**config.mk**
```make
export PLATFORM = sky130hd
export DESIGN_NAME = stack_cmd
export DESIGN_NICKNAME = d
export VERILOG_FILES = /design/src/stack_pkg.sv /design/src/stack_cmd.sv
export VERILOG_INCLUDE_DIRS = /design/src
export SDC_FILE = /design/constraint.sdc
export NUM_CORES = 1
export LEC_CHECK = 0
export BUFFER_PORTS_ARGS = -buffer_cell sky130_fd_sc_hd__clkbuf_2
export CAP_MARGIN = 20
export CORE_MARGIN = 2
export CORE_UTILIZATION = 30
export DETAILED_ROUTE_END_ITERATION = 7
export GPL_ROUTABILITY_DRIVEN = 0
export PLACE_DENSITY = 0.62
export SYNTH_ARGS = -nofsm -noshare
export SYNTH_HDL_FRONTEND = slang
export SYNTH_SLANG_ARGS = --single-unit
```
**constraint.sdc**
```tcl
create_clock -name clk -period 1.1 [get_ports clk]
set_clock_uncertainty 0.15 [all_clocks]
set_input_delay 0.11 -clock clk [delete_from_list [all_inputs] [get_ports clk]]
set_output_delay 0.11 -clock clk [all_outputs]
set_load 0.005 [all_outputs]
```
**src/stack_defs.svh**
```systemverilog
`ifndef STACK_DEFS_SVH
`define STACK_DEFS_SVH

// ----------------------------------------------------------------------
// word geometry
// ----------------------------------------------------------------------
`define STACK_WIDTH       32

// ----------------------------------------------------------------------
// bank split of the 1024-word logical space
// ----------------------------------------------------------------------
`define STACK_NUMWBNK     4
`define STACK_BITWBNK     2   // upper address bits select the bank
`define STACK_NUMWROW     256
`define STACK_BITWROW     8   // lower address bits select the row
`define STACK_BITADDR     10

// read latency of one bank, counted from its read strobe
`define STACK_SRAM_DELAY  2

`endif

```
**src/stack_pkg.sv**
```systemverilog
`include "stack_defs.svh"

package stack_pkg;

  // one data word, also used for the per-bit write mask
  typedef logic [`STACK_WIDTH-1:0] data_t;

  // logical address as seen at the external port
  typedef logic [`STACK_BITADDR-1:0] addr_t;

  typedef logic [`STACK_BITWBNK-1:0] bank_t;
  typedef logic [`STACK_BITWROW-1:0] row_t;

  // physical address, bank on top of row
  typedef logic [`STACK_BITWBNK+`STACK_BITWROW-1:0] padr_t;

endpackage

```
**src/stack_cmd.sv**
```systemverilog
`timescale 1ns/1ns
`include "stack_defs.svh"

module stack_cmd (
  input  logic                                       clk,
  input  logic                                       rst,
  input  logic                                       write,
  input  stack_pkg::addr_t                           wr_adr,
  input  stack_pkg::data_t                           bw,
  input  stack_pkg::data_t                           din,
  input  logic                                       read,
  input  stack_pkg::addr_t                           rd_adr,
  output logic [`STACK_NUMWBNK-1:0]                  mem_write,
  output logic [`STACK_NUMWBNK-1:0]                  mem_read,
  output stack_pkg::row_t [`STACK_NUMWBNK-1:0]       mem_wr_adr,
  output stack_pkg::row_t [`STACK_NUMWBNK-1:0]       mem_rd_adr,
  output stack_pkg::data_t                           mem_bw,
  output stack_pkg::data_t                           mem_din,
  output logic                                       rd_issue,
  output stack_pkg::bank_t                           rd_bank,
  output stack_pkg::row_t                            rd_row,
  output logic                                       fwd_hit,
  output stack_pkg::data_t                           fwd_bw,
  output stack_pkg::data_t                           fwd_din
);
  import stack_pkg::*;

  localparam int NUMADDR = `STACK_NUMWBNK * `STACK_NUMWROW;

  bank_t wr_bank_in;
  bank_t rd_bank_in;
  row_t  wr_row_in;
  row_t  rd_row_in;

  assign wr_bank_in = wr_adr[`STACK_BITADDR-1 -: `STACK_BITWBNK];
  assign rd_bank_in = rd_adr[`STACK_BITADDR-1 -: `STACK_BITWBNK];
  assign wr_row_in  = wr_adr[`STACK_BITWROW-1:0];
  assign rd_row_in  = rd_adr[`STACK_BITWROW-1:0];

  // ----------------------------------------------------------------------
  // strobes, one-hot over the banks
  // ----------------------------------------------------------------------
  always_ff @(posedge clk) begin
    if (rst) begin
      mem_write <= '0;
      mem_read  <= '0;
      rd_issue  <= 1'b0;
      fwd_hit   <= 1'b0;
    end else begin
      for (int b = 0; b < `STACK_NUMWBNK; b++) begin
        mem_write[b] <= write && (wr_bank_in == bank_t'(b));
        mem_read[b]  <= read && (rd_bank_in == bank_t'(b));
      end
      rd_issue <= read;
      fwd_hit  <= read && write && (rd_adr == wr_adr); // same word hit in one cycle
    end
  end

  // payload, unused bank slots carry row 0
  always_ff @(posedge clk) begin
    for (int b = 0; b < `STACK_NUMWBNK; b++) begin
      mem_wr_adr[b] <= (wr_bank_in == bank_t'(b)) ? wr_row_in : '0;
      mem_rd_adr[b] <= (rd_bank_in == bank_t'(b)) ? rd_row_in : '0;
    end
    mem_bw  <= bw;
    mem_din <= din;
    rd_bank <= rd_bank_in;
    rd_row  <= rd_row_in;
    fwd_bw  <= bw;
    fwd_din <= din;
  end

  a_wr_range: assert property (@(posedge clk) disable iff (rst)
    write |-> (wr_adr < NUMADDR));
  a_rd_range: assert property (@(posedge clk) disable iff (rst)
    read |-> (rd_adr < NUMADDR));

endmodule

```
==> flow_summary.toml <==
[layout]
multi_input_area_sq_um = 617
layout-drive-gt1-share_pct = 69.2
final_nets = 752
fillers = 1073
final_util_pct = 56.6
antennaDiodeCount = 0
syn2layout_area_growth_pct = 83.8
seq_area_sq_mm = 0.00312

[logic_synthesis]
synth-compound-area-share_pct = 0
synthAdderAreaFrac_pct = 0
yosys.area.top_type = "dfxtp_1"
synth_nets = 400
seq_area_frac_synth_pct = 72.6
yosys_register_bits = 148
syn_area_sq_mm = 0.00408
yosys.area_share.simple_pct = 13.0
yosysMostFrequentCell = "dfxtp_1"
synthArstFlopShare_pct = 0
synth_edf_count = 0
avgSynthCellArea_sq_um = 13.1
synth_cell_types = 18
synth_top_area_share_pct = 72.6
muxShareOfSynthArea_pct = 0
synth-main-ff-cell = "dfxtp_1"
syn_inst = 312
synth_area_leaders = "dfxtp_1 73%, buf_4 12%, and2_1 7.1%"
yosysWarnings = 0
synth.cells.most_frequent = "148 x dfxtp_1, 64 x buf_4, 46 x and2_1, 16 x and3_1, 10 x xor2_1"
synth_top_family_by_area = "simple AND/OR/NAND/NOR gates"
synthXorXnorAreaFrac_pct = 2.15

[power_and_ir_drop]
design_power_total_mw = 13.0
ir_drop_uv = 964
switching_share_pct = 21.3
seqPwrFrac_pct = 44.6
power_frac_comb_pct = 9.7
intPower_mw = 10.2
p_per_area_mw_per_mm2 = 1740
net-switching-power_mw = 2.77
p_leak_nw = 3.72
clkPwrFrac_pct = 45.7

[global_routing]
grt_max_degree = 17
antenna_found_initial = 0
grt_pass1_vias = 3594
gr-usage-all-layers_pct = 18.6
grt-ovfl-total = 0
grt_pass1_wl_um = 20200

[sta]
clock.fmax_ghz = 0.863
setup_ws_ns = -0.0584
fin_crit_ns = 1.16
hold_viol_final = 0
maxSlewHeadroom_pct = 65.2
setup_viol = 104
worst_slew_pin_slew_ns = 0.521
rsz0062_at_grt = "yes"
final_max_slew_viol_count = 0
fin_crit_sh_pct = 105

[route]
vias = 3439
ant_nets = 0
dr.pass1.iters = 4
routedWlPerCell_um = 17.4
avgViaCountPerCell = 4.04
drt_iter0_drc = 156
drc = 0
drt_wl_total_um = 14800

[clock_tree]
cts_inserted_buffers = 17
clkTransAtPathRegs_ns = 0.06
h-tree-depth = 4
clock-root-buffer = "clkbuf_16"
cts_buffer_depth = 2
clkSinkCount = 148
post-cts-setup-buffers = 0
cts_tree = "yes"
cts_hold_buf = 88

[setup_path]
worst_path_largest_cell_delay_ns = 0.36
crit_path_end_kind = "output pin"
path_cells = "buf_2"
crit_type = "reg -> out"
path_delay_family = "flip-flops"
cp_max_fo = 2
cp_num_buf_inv = 1
crit_cells = 1
slowest_stage = "dfxtp_2"
start_kind = "flop"
arrival_ns = 0.90
required_ns = 0.84

[floorplanning]
design.die.area_sq_mm = 0.0145
die_h_um = 121
dieWidth_um = 121
core-area_sq_mm = 0.0132
fp-row-count = 42
start_util_pct = 30.8
pin_count = 300

[run]
maxCapViolations = 0

[place]
place_hpwl_um = 9330
portBuffers = 299

[run_status]
status = "finished, violations left"
violations = "negative setup slack"

[min_path]
min_path_cells = 4
hp-class = "in -> reg"
-- worst paths after layout --
kind                        start           to  slack [ns]
worst max-delay path  fwd_din[26]  fwd_din[26]       -0.06
worst min-delay path        write      fwd_hit       0.005
-- through the flow --
stage	cells	worst slack (ns)	area, sq um	setup TNS [ns]	hold WS [ns]
after global placement	733	-0.0728	5410	-0.369	0.0629
after floorplan	312	0.181	4080	0	-0.0123
after global routing	852	-0.0960	7500	-8.59	-0.00105
final	852	-0.0584	7500	-2.06	0.00542
after CTS	852	-0.0702	7030	-5.43	-0.0176
after detailed placement	733	-0.125	5410	-1.29	0.0639
-- cells in the final DEF, fill, tap and decap left out, types with 3 or more instances in the layout --
master         Yosys  layout
and2_1            46      46
and2_2             3       3
and3_1            16      16
buf_2              0      21
buf_4             64      14
buf_6              0      66
bufinv_16          0       3
clkbuf_1           4       3
clkbuf_16          0      17
clkbuf_2           0     210
clkbuf_8           0       4
clkinvlp_4         0       3
dfxtp_1          148      25
dfxtp_2            0     120
dfxtp_4            0       3
dlygate4sd3_1      0      87
nor2_1             3       3
nor2b_1            4       4
nor3_1             3       3
xor2_1            10      10
-- cell families (layout without fill, tap and decap cells) --
family        count (synthesis)  after routing
xor+xnor                     10             10
buf+inv                      69            433
flops                       148            148
simple gates                 85             85
-- power by group through the flow --
stage                     logic, mW  clock network [mW]  registers, mW
final                          1.26                5.95           5.80
after global routing           1.35                6.31           5.82
after CTS                      1.11                6.05           5.76
after detailed placement      0.843                   0           5.85
after global placement        0.837                   0           5.84
after floorplan               0.310                   0           5.85
-- sequential cells by signal (all words and copies together) (netlist names) --
signal,flops
mem_write,4
mem_read,4
rd_issue,1
mem_rd_adr,32
fwd_hit,1
fwd_din,32
rd_row,8
rd_bank,2
mem_wr_adr,32
fwd_bw,32
-- what timing repair did --
item                                    4_1_cts  5_1_grt
endpoints found under the setup margin      211      212
gates resized for setup                      94      172
hold endpoints to repair                    146        1
-- final cells by class --
cell class	count	area share (%)
flip-flops and latches	148	41.7
repair buffers	401	38.9
multi-input cells	95	8.23
clock buffers	24	6.56
well taps	176	2.94
clock inverters	7	1.62
inverters	1	0.0501
-- layer usage --
metal | GRT usage, % | share of wire (%)
met2 | 33.3 | 54
met5 | 0 | 0
met1 | 19.3 | 35
met4 | 9.30 | 3.8
met3 | 6.51 | 7.3
Note: power is estimated with default switching activity, not from simulation.
