File: config.mk
export PLATFORM = sky130hd
export DESIGN_NAME = stack_rdout
export DESIGN_NICKNAME = d
export VERILOG_FILES = /design/src/stack_pkg.sv /design/src/stack_rdout.sv
export VERILOG_INCLUDE_DIRS = /design/src
export SDC_FILE = /design/constraint.sdc
export NUM_CORES = 1
export LEC_CHECK = 0
export ABC_AREA = 1
export BUFFER_PORTS_ARGS = -buffer_cell sky130_fd_sc_hd__clkbuf_2
export CORE_MARGIN = 10
export CORE_UTILIZATION = 48
export CTS_CLUSTER_SIZE = 30
export DETAILED_ROUTE_END_ITERATION = 16
export PLACE_DENSITY = 0.85
export SLEW_MARGIN = 10
export SYNTH_ARGS = -nofsm -noshare
export SYNTH_HDL_FRONTEND = slang
export SYNTH_SLANG_ARGS = --single-unit
File: constraint.sdc
create_clock -name clk -period 2.78 [get_ports clk]
set_clock_uncertainty 0.2 [all_clocks]
set_input_delay 0 -clock clk [delete_from_list [all_inputs] [get_ports clk]]
set_output_delay 0 -clock clk [all_outputs]
set_load 0.005 [all_outputs]
File: src/stack_defs.svh
`ifndef STACK_DEFS_SVH
`define STACK_DEFS_SVH

// ----------------------------------------------------------------------
// word geometry
// ----------------------------------------------------------------------
`define STACK_WIDTH       32

// ----------------------------------------------------------------------
// bank split of the 1024-word logical space
// ----------------------------------------------------------------------
`define STACK_NUMWBNK     4
`define STACK_BITWBNK     2   // upper address bits select the bank
`define STACK_NUMWROW     256
`define STACK_BITWROW     8   // lower address bits select the row
`define STACK_BITADDR     10

// read latency of one bank, counted from its read strobe
`define STACK_SRAM_DELAY  2

`endif

File: src/stack_pkg.sv
`include "stack_defs.svh"

package stack_pkg;

  // one data word, also used for the per-bit write mask
  typedef logic [`STACK_WIDTH-1:0] data_t;

  // logical address as seen at the external port
  typedef logic [`STACK_BITADDR-1:0] addr_t;

  typedef logic [`STACK_BITWBNK-1:0] bank_t;
  typedef logic [`STACK_BITWROW-1:0] row_t;

  // physical address, bank on top of row
  typedef logic [`STACK_BITWBNK+`STACK_BITWROW-1:0] padr_t;

endpackage

File: src/stack_rdout.sv
`timescale 1ns/1ns
`include "stack_defs.svh"

module stack_rdout (
  input  logic                                   clk,
  input  logic                                   rst,
  input  logic                                   rd_issue,
  input  stack_pkg::bank_t                       rd_bank,
  input  stack_pkg::row_t                        rd_row,
  input  logic                                   fwd_hit,
  input  stack_pkg::data_t                       fwd_bw,
  input  stack_pkg::data_t                       fwd_din,
  input  stack_pkg::data_t [`STACK_NUMWBNK-1:0]  mem_rd_dout,
  output logic                                   rd_vld,
  output stack_pkg::data_t                       rd_dout,
  output logic                                   rd_fwrd,
  output stack_pkg::padr_t                       rd_padr
);
  import stack_pkg::*;

  localparam int D = `STACK_SRAM_DELAY;

  logic [D-1:0] vld_q;
  logic [D-1:0] hit_q;
  bank_t        bank_q [D];
  row_t         row_q [D];
  data_t        bw_q [D];
  data_t        din_q [D];
  data_t        bank_word;

  // ----------------------------------------------------------------------
  // read context, aligned with the bank read latency
  // ----------------------------------------------------------------------
  always_ff @(posedge clk) begin
    if (rst) begin
      vld_q <= '0;
      hit_q <= '0;
    end else begin
      vld_q <= {vld_q[D-2:0], rd_issue};
      hit_q <= {hit_q[D-2:0], fwd_hit};
    end
  end

  always_ff @(posedge clk) begin
    bank_q[0] <= rd_bank;
    row_q[0]  <= rd_row;
    bw_q[0]   <= fwd_bw;
    din_q[0]  <= fwd_din;
    for (int i = 1; i < D; i++) begin
      bank_q[i] <= bank_q[i-1];
      row_q[i]  <= row_q[i-1];
      bw_q[i]   <= bw_q[i-1];
      din_q[i]  <= din_q[i-1];
    end
  end

  assign bank_word = mem_rd_dout[bank_q[D-1]];

  // the bank returned the old word, so the colliding write is merged here
  assign rd_dout = hit_q[D-1] ? ((bank_word & ~bw_q[D-1]) | (din_q[D-1] & bw_q[D-1]))
                              : bank_word;
  assign rd_vld  = vld_q[D-1];
  assign rd_fwrd = hit_q[D-1];
  assign rd_padr = {bank_q[D-1], row_q[D-1]}; // equals the logical address

  a_vld_origin: assert property (@(posedge clk) disable iff (rst)
    rd_vld |-> $past(rd_issue, D));

endmodule

==> qor.yml, run 1 <==
end_kind: "output port"
slew_headroom_pct: 52.8
grt_pass1_vias: 6004
p_sw_share_pct: 25.6
dr_wl_met3_um: 2010
cp.arrival_ps: 2260
tightest_slew_ps: 708
critPathLaunchType: "register"
ys_ff_latch: 152
synth_area_mm2: 0.00470
wire_per_inst_um: 18.8
critPathMaxStageDelay_ps: 450
htree_levels: 4
worstSkewPairLatency_ps: 510
vias_per_cell: 5.14
cts_sinks: 152
grt_first_pass_wirelength_um: 31100
synthCells: 519
criticalPathCategory: "reg -> out"
p_sw_mw: 1.33
combinationalPowerShare_pct: 12.1
coreArea_mm2: 0.00964
fillers: 490
holdCritPathClass: "in -> reg"
crit_fanout: 38
syn_avg_cell_area_um2: 9.06
numPortBuffers: 249
fin_crit_ps: 2460
antenna_found_initial: 2
final-hold-violation-count: 0
required_ps: 2580
path_cells: "inv_2, buf_4, nand2_1, nand3_1, nand3_1, nand2_1, clkbuf_2"
drc: 0
post-place-ws_ps: 998
synth_seq_area_share_pct: 64.7
multi_input_comb_area_mm2: 0.00138
cts.reportedPaths.clkPinSlew_ps: 70
firstDrtPassIters: 8
timing.setup.tns_ps: 0
syn-num-nets: 725
rsz0062_at_grt: "no"
die_y_um: 119
internal_power_mw: 3.87
synth.distinct_cells: 10
place_congestion: 0.902
crit_buf_inv: 3
grt_overflow_total: 0
layout-drive-gt1-share_pct: 31.5
first_iter_violations: 622
power_leakage_nw: 3.99
p_seq_share_pct: 45.1
dr_wl_met2_um: 9850
die_x_um: 119
dieArea_mm2: 0.0142
postCtsSetupRepairBufs: 0
peakVddDrop_mv: 0.495
ys_warn_count: 0
drv_cap: 0
grt_max_degree: 66
dp_hpwl_um: 10800
ioPinCount: 250
layout_setup_ws_ps: 320
met1_length_um: 6900
nNetsFinal: 1114
track_usage_pct: 27.3
vias: 5438
finalCritPeriodShare_pct: 88.5
slowest_stage: "buf_4"
critical_path.top_delay_family: "buffers and inverters"
row_count: 36
status: "finished, final reports clean"
clkPwrFrac_pct: 42.8
start_util_pct: 48.8
root_buffer: "clkbuf_8"
report.final.setup_viol: 0
seq_area_mm2: 0.00305
top_layer: "met4"
final_antenna_net_count: 0
power_density_mw_per_mm2: 650
mostFrequentLayoutCells: "clkbuf_2 (249), nand2_1 (192), dlygate4sd3_1 (152)"
fmax_ghz: 0.406
drt-total-wl_um: 19900
syn_to_final_growth_pct: 70.1
cts_max_path_buffers: 2
numCtsBuffers: 17
final_common_cell: "clkbuf_2"
maxSlewViolCount: 0
cts_tree: "yes"
power.total_mw: 5.20
-- path summary, 6_finish.rpt --
kind	startpoint	endpoint	slack (ps)	depth (start not counted)
hold reg to reg	din_q[0][22]$_DFF_P_	din_q[0][54]$_DFF_P_	120	0
setup reg to reg	hit_q[0]$_SDFF_PP0_	hit_q[1]$_SDFF_PP0_	2020	2
hold / removal	rst	vld_q[1]$_SDFF_PP0_	60	3
setup / recovery	bank_q[0][2]$_DFF_P_	rd_dout[8]	320	7
-- worst register-to-register path, cell delays in order (launching register included) --
cell and delay, ps:
dfxtp_1 330, inv_1 50, nor2_1 100
-- power by group through the flow --
| stage | combinational [mW] | clock (mW) | sequential (mW) |
|---|---|---|---|
| after global placement | 0.401 | 0 | 2.38 |
| after detailed placement | 0.417 | 0 | 2.38 |
| after global routing | 0.679 | 2.31 | 2.35 |
| final | 0.630 | 2.23 | 2.35 |
| after CTS | 0.588 | 2.20 | 2.34 |
| after floorplan | 0.199 | 0 | 2.37 |
-- metal layers --
| layer | vias up | GRT usage, % |
|---|---|---|
| li1 | 2442 | - |
| met1 | 2480 | 27.2 |
| met2 | 408 | 47.1 |
| met3 | 108 | 10.4 |
| met4 | 0 | 16.9 |
| met5 | - | 0 |
-- state kept, by name, summed over array words and instances, names as in the netlist --
signal	flops
hit_q	2
bank_q	4
din_q	64
vld_q	2
bw_q	64
row_q	16
-- Yosys cell counts --
cell type	number	area, um2
clkbuf_1	2	7.51
nand3_1	128	641
buf_6	7	78.8
nor2_1	4	15.0
nand2_1	192	721
inv_2	1	3.75
buf_4	13	97.6
buf_2	15	75.1
dfxtp_1	152	3040
inv_1	5	18.8
-- what timing repair did --
item / CTS / global route
hold endpoints to repair: 78 / 0
resized for setup: 0 / 0
hold buffers: 152 / 0
-- cell families after synthesis --
family | after synthesis | share of synthesized area (%)
buffers and inverters | 43 | 5.99
flip-flops | 152 | 64.7
AND/OR/NAND/NOR | 324 | 29.3
-- through the flow --
step           std cells  cell area, um2  hold WS [ps]  util, %
2_1_floorplan        519            4700          -172        -
6_report            1057            8000          63.5     83.0
4_1_cts             1054            7990          1.29     82.9
3_3_place_gp         870            5900         -97.5     61.2
3_5_place_dp         870            5900         -96.0     61.2
5_1_grt             1056            8000          62.5     82.9
-- layout make-up --
class | count | share of cell area [%]
well taps | 133 | 2.08
repair buffers | 407 | 35.2
clock buffers | 17 | 5.18
flip-flops and latches | 152 | 38.1
inverters | 6 | 0.282
clock inverters | 15 | 1.91
multi-input cells | 324 | 17.2
diodes | 3 | 0.0939
Power figures use the tool's default switching activity.
==> run 2, diff against run 1 <==
CAP_MARGIN = 20   (was unset)
GPL_TIMING_DRIVEN = 1   (was unset)
MAX_ROUTING_LAYER = met4   (was unset)
==> run 2 against run 1 <==
Compared with the run above: die area stayed put; cell count hardly changed; core utilization hardly changed; via count is 0.22% higher; critical endpoint unchanged.
==> qor.yml, run 2 (synthesized netlist as in run 1, its figures left out) <==
critPathMaxStageDelay_ps: 450  # about the same
drc: 0  # unchanged
fmax_ghz: 0.404  # -0.60%
layout_setup_ws_ps: 305  # -14.8 ps
worstSkewPairLatency_ps: 510  # about the same
required_ps: 2580  # about the same
postCtsSetupRepairBufs: 0  # unchanged
grt_overflow_total: 0  # unchanged
slowest_stage: "buf_4"
coreArea_mm2: 0.00964  # unchanged
hold_depth: 3  # unchanged
whs_ps: 62.4  # -1.14 ps
power_density_mw_per_mm2: 651  # about the same
grt_pass1_vias: 5995  # -0.15%
place_congestion: 0.917  # +1.7%
combinationalPowerShare_pct: 12.1  # about the same
critPathLaunchType: "register"
finalInstanceArea_mm2: 0.00800  # about the same
grt_first_pass_wirelength_um: 31100  # unchanged
power_leakage_nw: 3.99  # unchanged
row_count: 36  # unchanged
p_sw_mw: 1.33  # about the same
wire_per_inst_um: 18.9  # +0.49%
crit_cells: 7  # unchanged
drt-total-wl_um: 20000  # +0.39%
cts_sinks: 152  # unchanged
cts_tree: "yes"
layout-drive-gt1-share_pct: 31.5  # unchanged
crit_fanout: 38  # unchanged
end_kind: "output port"
vias_per_cell: 5.16  # +0.32%
cts_max_path_buffers: 2  # unchanged
crit_buf_inv: 3  # unchanged
mostFrequentLayoutCells: "clkbuf_2 (249), nand2_1 (192), dlygate4sd3_1 (152)"
tightest_slew_ps: 727  # +19.8 ps
dieArea_mm2: 0.0142  # unchanged
top_regs: "bw_q (64), din_q (64), row_q (16)"
p_seq_share_pct: 45.1  # about the same
vias: 5450  # +0.22%
critical_path.top_delay_family: "buffers and inverters"
htree_levels: 4  # unchanged
nNetsFinal: 1114  # unchanged
reg2reg_from: "hit_q[0]$_SDFF_PP0_"
cp.arrival_ps: 2280  # +20 ps
status: "finished, final reports clean"
min_from: "rst"
fin_crit_ps: 2480  # +14.8 ps
root_buffer: "clkbuf_8"
ioPinCount: 250  # unchanged
clkPwrFrac_pct: 42.8  # about the same
rsz0062_at_grt: "no"
internal_power_mw: 3.87  # about the same
track_usage_pct: 28.1  # +0.88 points
numPortBuffers: 249  # unchanged
final_antenna_net_count: 0  # unchanged
finalCritPeriodShare_pct: 89.0  # +0.53 points
slew_headroom_pct: 51.5  # -1.3 points
syn_to_final_growth_pct: 70.1  # about the same
report.final.setup_viol: 0  # unchanged
post-place-ws_ps: 998  # unchanged
timing.setup.tns_ps: 0  # unchanged
final-hold-violation-count: 0  # unchanged
holdCritPathClass: "in -> reg"
reg2reg_depth: 2  # unchanged
dp_hpwl_um: 10800  # unchanged
dpl_cell_area_mm2: 0.00590  # unchanged
final_common_cell: "clkbuf_2"
fillers: 491  # +0.20%
numCtsBuffers: 17  # unchanged
grt_max_degree: 66  # unchanged
drv_cap: 0  # unchanged
antenna_found_initial: 2  # unchanged
p_sw_share_pct: 25.6  # about the same
cts.reportedPaths.clkPinSlew_ps: 70  # about the same
firstDrtPassIters: 5  # -3
die_y_um: 119  # unchanged
cp-startpoint: "bank_q[0][2]$_DFF_P_"
first_iter_violations: 539  # -13%
path_cells: "inv_2, buf_4, nand2_1, nand3_1, nand3_1, nand2_1, clkbuf_2"
peakVddDrop_mv: 0.499  # +0.74%
maxSlewViolCount: 0  # unchanged
power.total_mw: 5.20  # about the same
start_util_pct: 48.8  # unchanged
die_x_um: 119  # unchanged
criticalPathCategory: "reg -> out"
-- run 2: timing repair --
| action | 4_1_cts | 5_1_grt |
|---|---|---|
| endpoints found under the hold margin | 78 | 0 |
| gates resized for setup | 0 | 0 |
| hold buffers | 152 | 0 |
-- run 2: through the flow --
| step | instances | util, % |
|---|---|---|
| 2_1_floorplan | 519 | - |
| 3_3_place_gp | 870 | 61.2 |
| 3_5_place_dp | 870 | 61.2 |
| 4_1_cts | 1054 | 82.9 |
| 5_1_grt | 1056 | 82.9 |
| 6_report | 1056 | 82.9 |
-- run 2: final cells by class --
cell class	count	area, um2	share of cell area (%)
well taps	133	166	2.08
inverters	6	22.5	0.282
clock buffers	17	414	5.18
clock inverters	15	153	1.91
flip-flops and latches	152	3050	38.1
multi-input cells	324	1380	17.2
repair buffers	407	2810	35.2
diodes	2	5.00	0.0626
-- run 2: power by group through the flow --
stage / clock [mW] / combinational (mW) / sequential [mW]
3_5_place_dp: 0 / 0.417 / 2.38
6_report: 2.23 / 0.632 / 2.35
3_3_place_gp: 0 / 0.401 / 2.38
4_1_cts: 2.20 / 0.588 / 2.34
2_1_floorplan: 0 / 0.199 / 2.37
5_1_grt: 2.31 / 0.680 / 2.35
-- run 2: final timing paths --
kind,to,slack [ps]
max,rd_dout[8],300
min,vld_q[1]$_SDFF_PP0_,60
max reg2reg,hit_q[1]$_SDFF_PP0_,2020
min reg2reg,din_q[0][54]$_DFF_P_,120
-- run 2: worst reg2reg max path, delay by kind of cell (launching register included) --
| family | cells | cell delay, ps |
|---|---|---|
| flops | 1 | 330 |
| simple gates | 1 | 100 |
| buf+inv | 1 | 50 |
-- run 2: routing by layer --
metal,GRT usage (%),vias to the layer above,part of all wire (%)
li1,-,2444,-
met1,28.1,2491,36
met2,47.5,403,49
met3,8.97,112,8.9
met4,16.7,0,5.9
met5,-,-,0
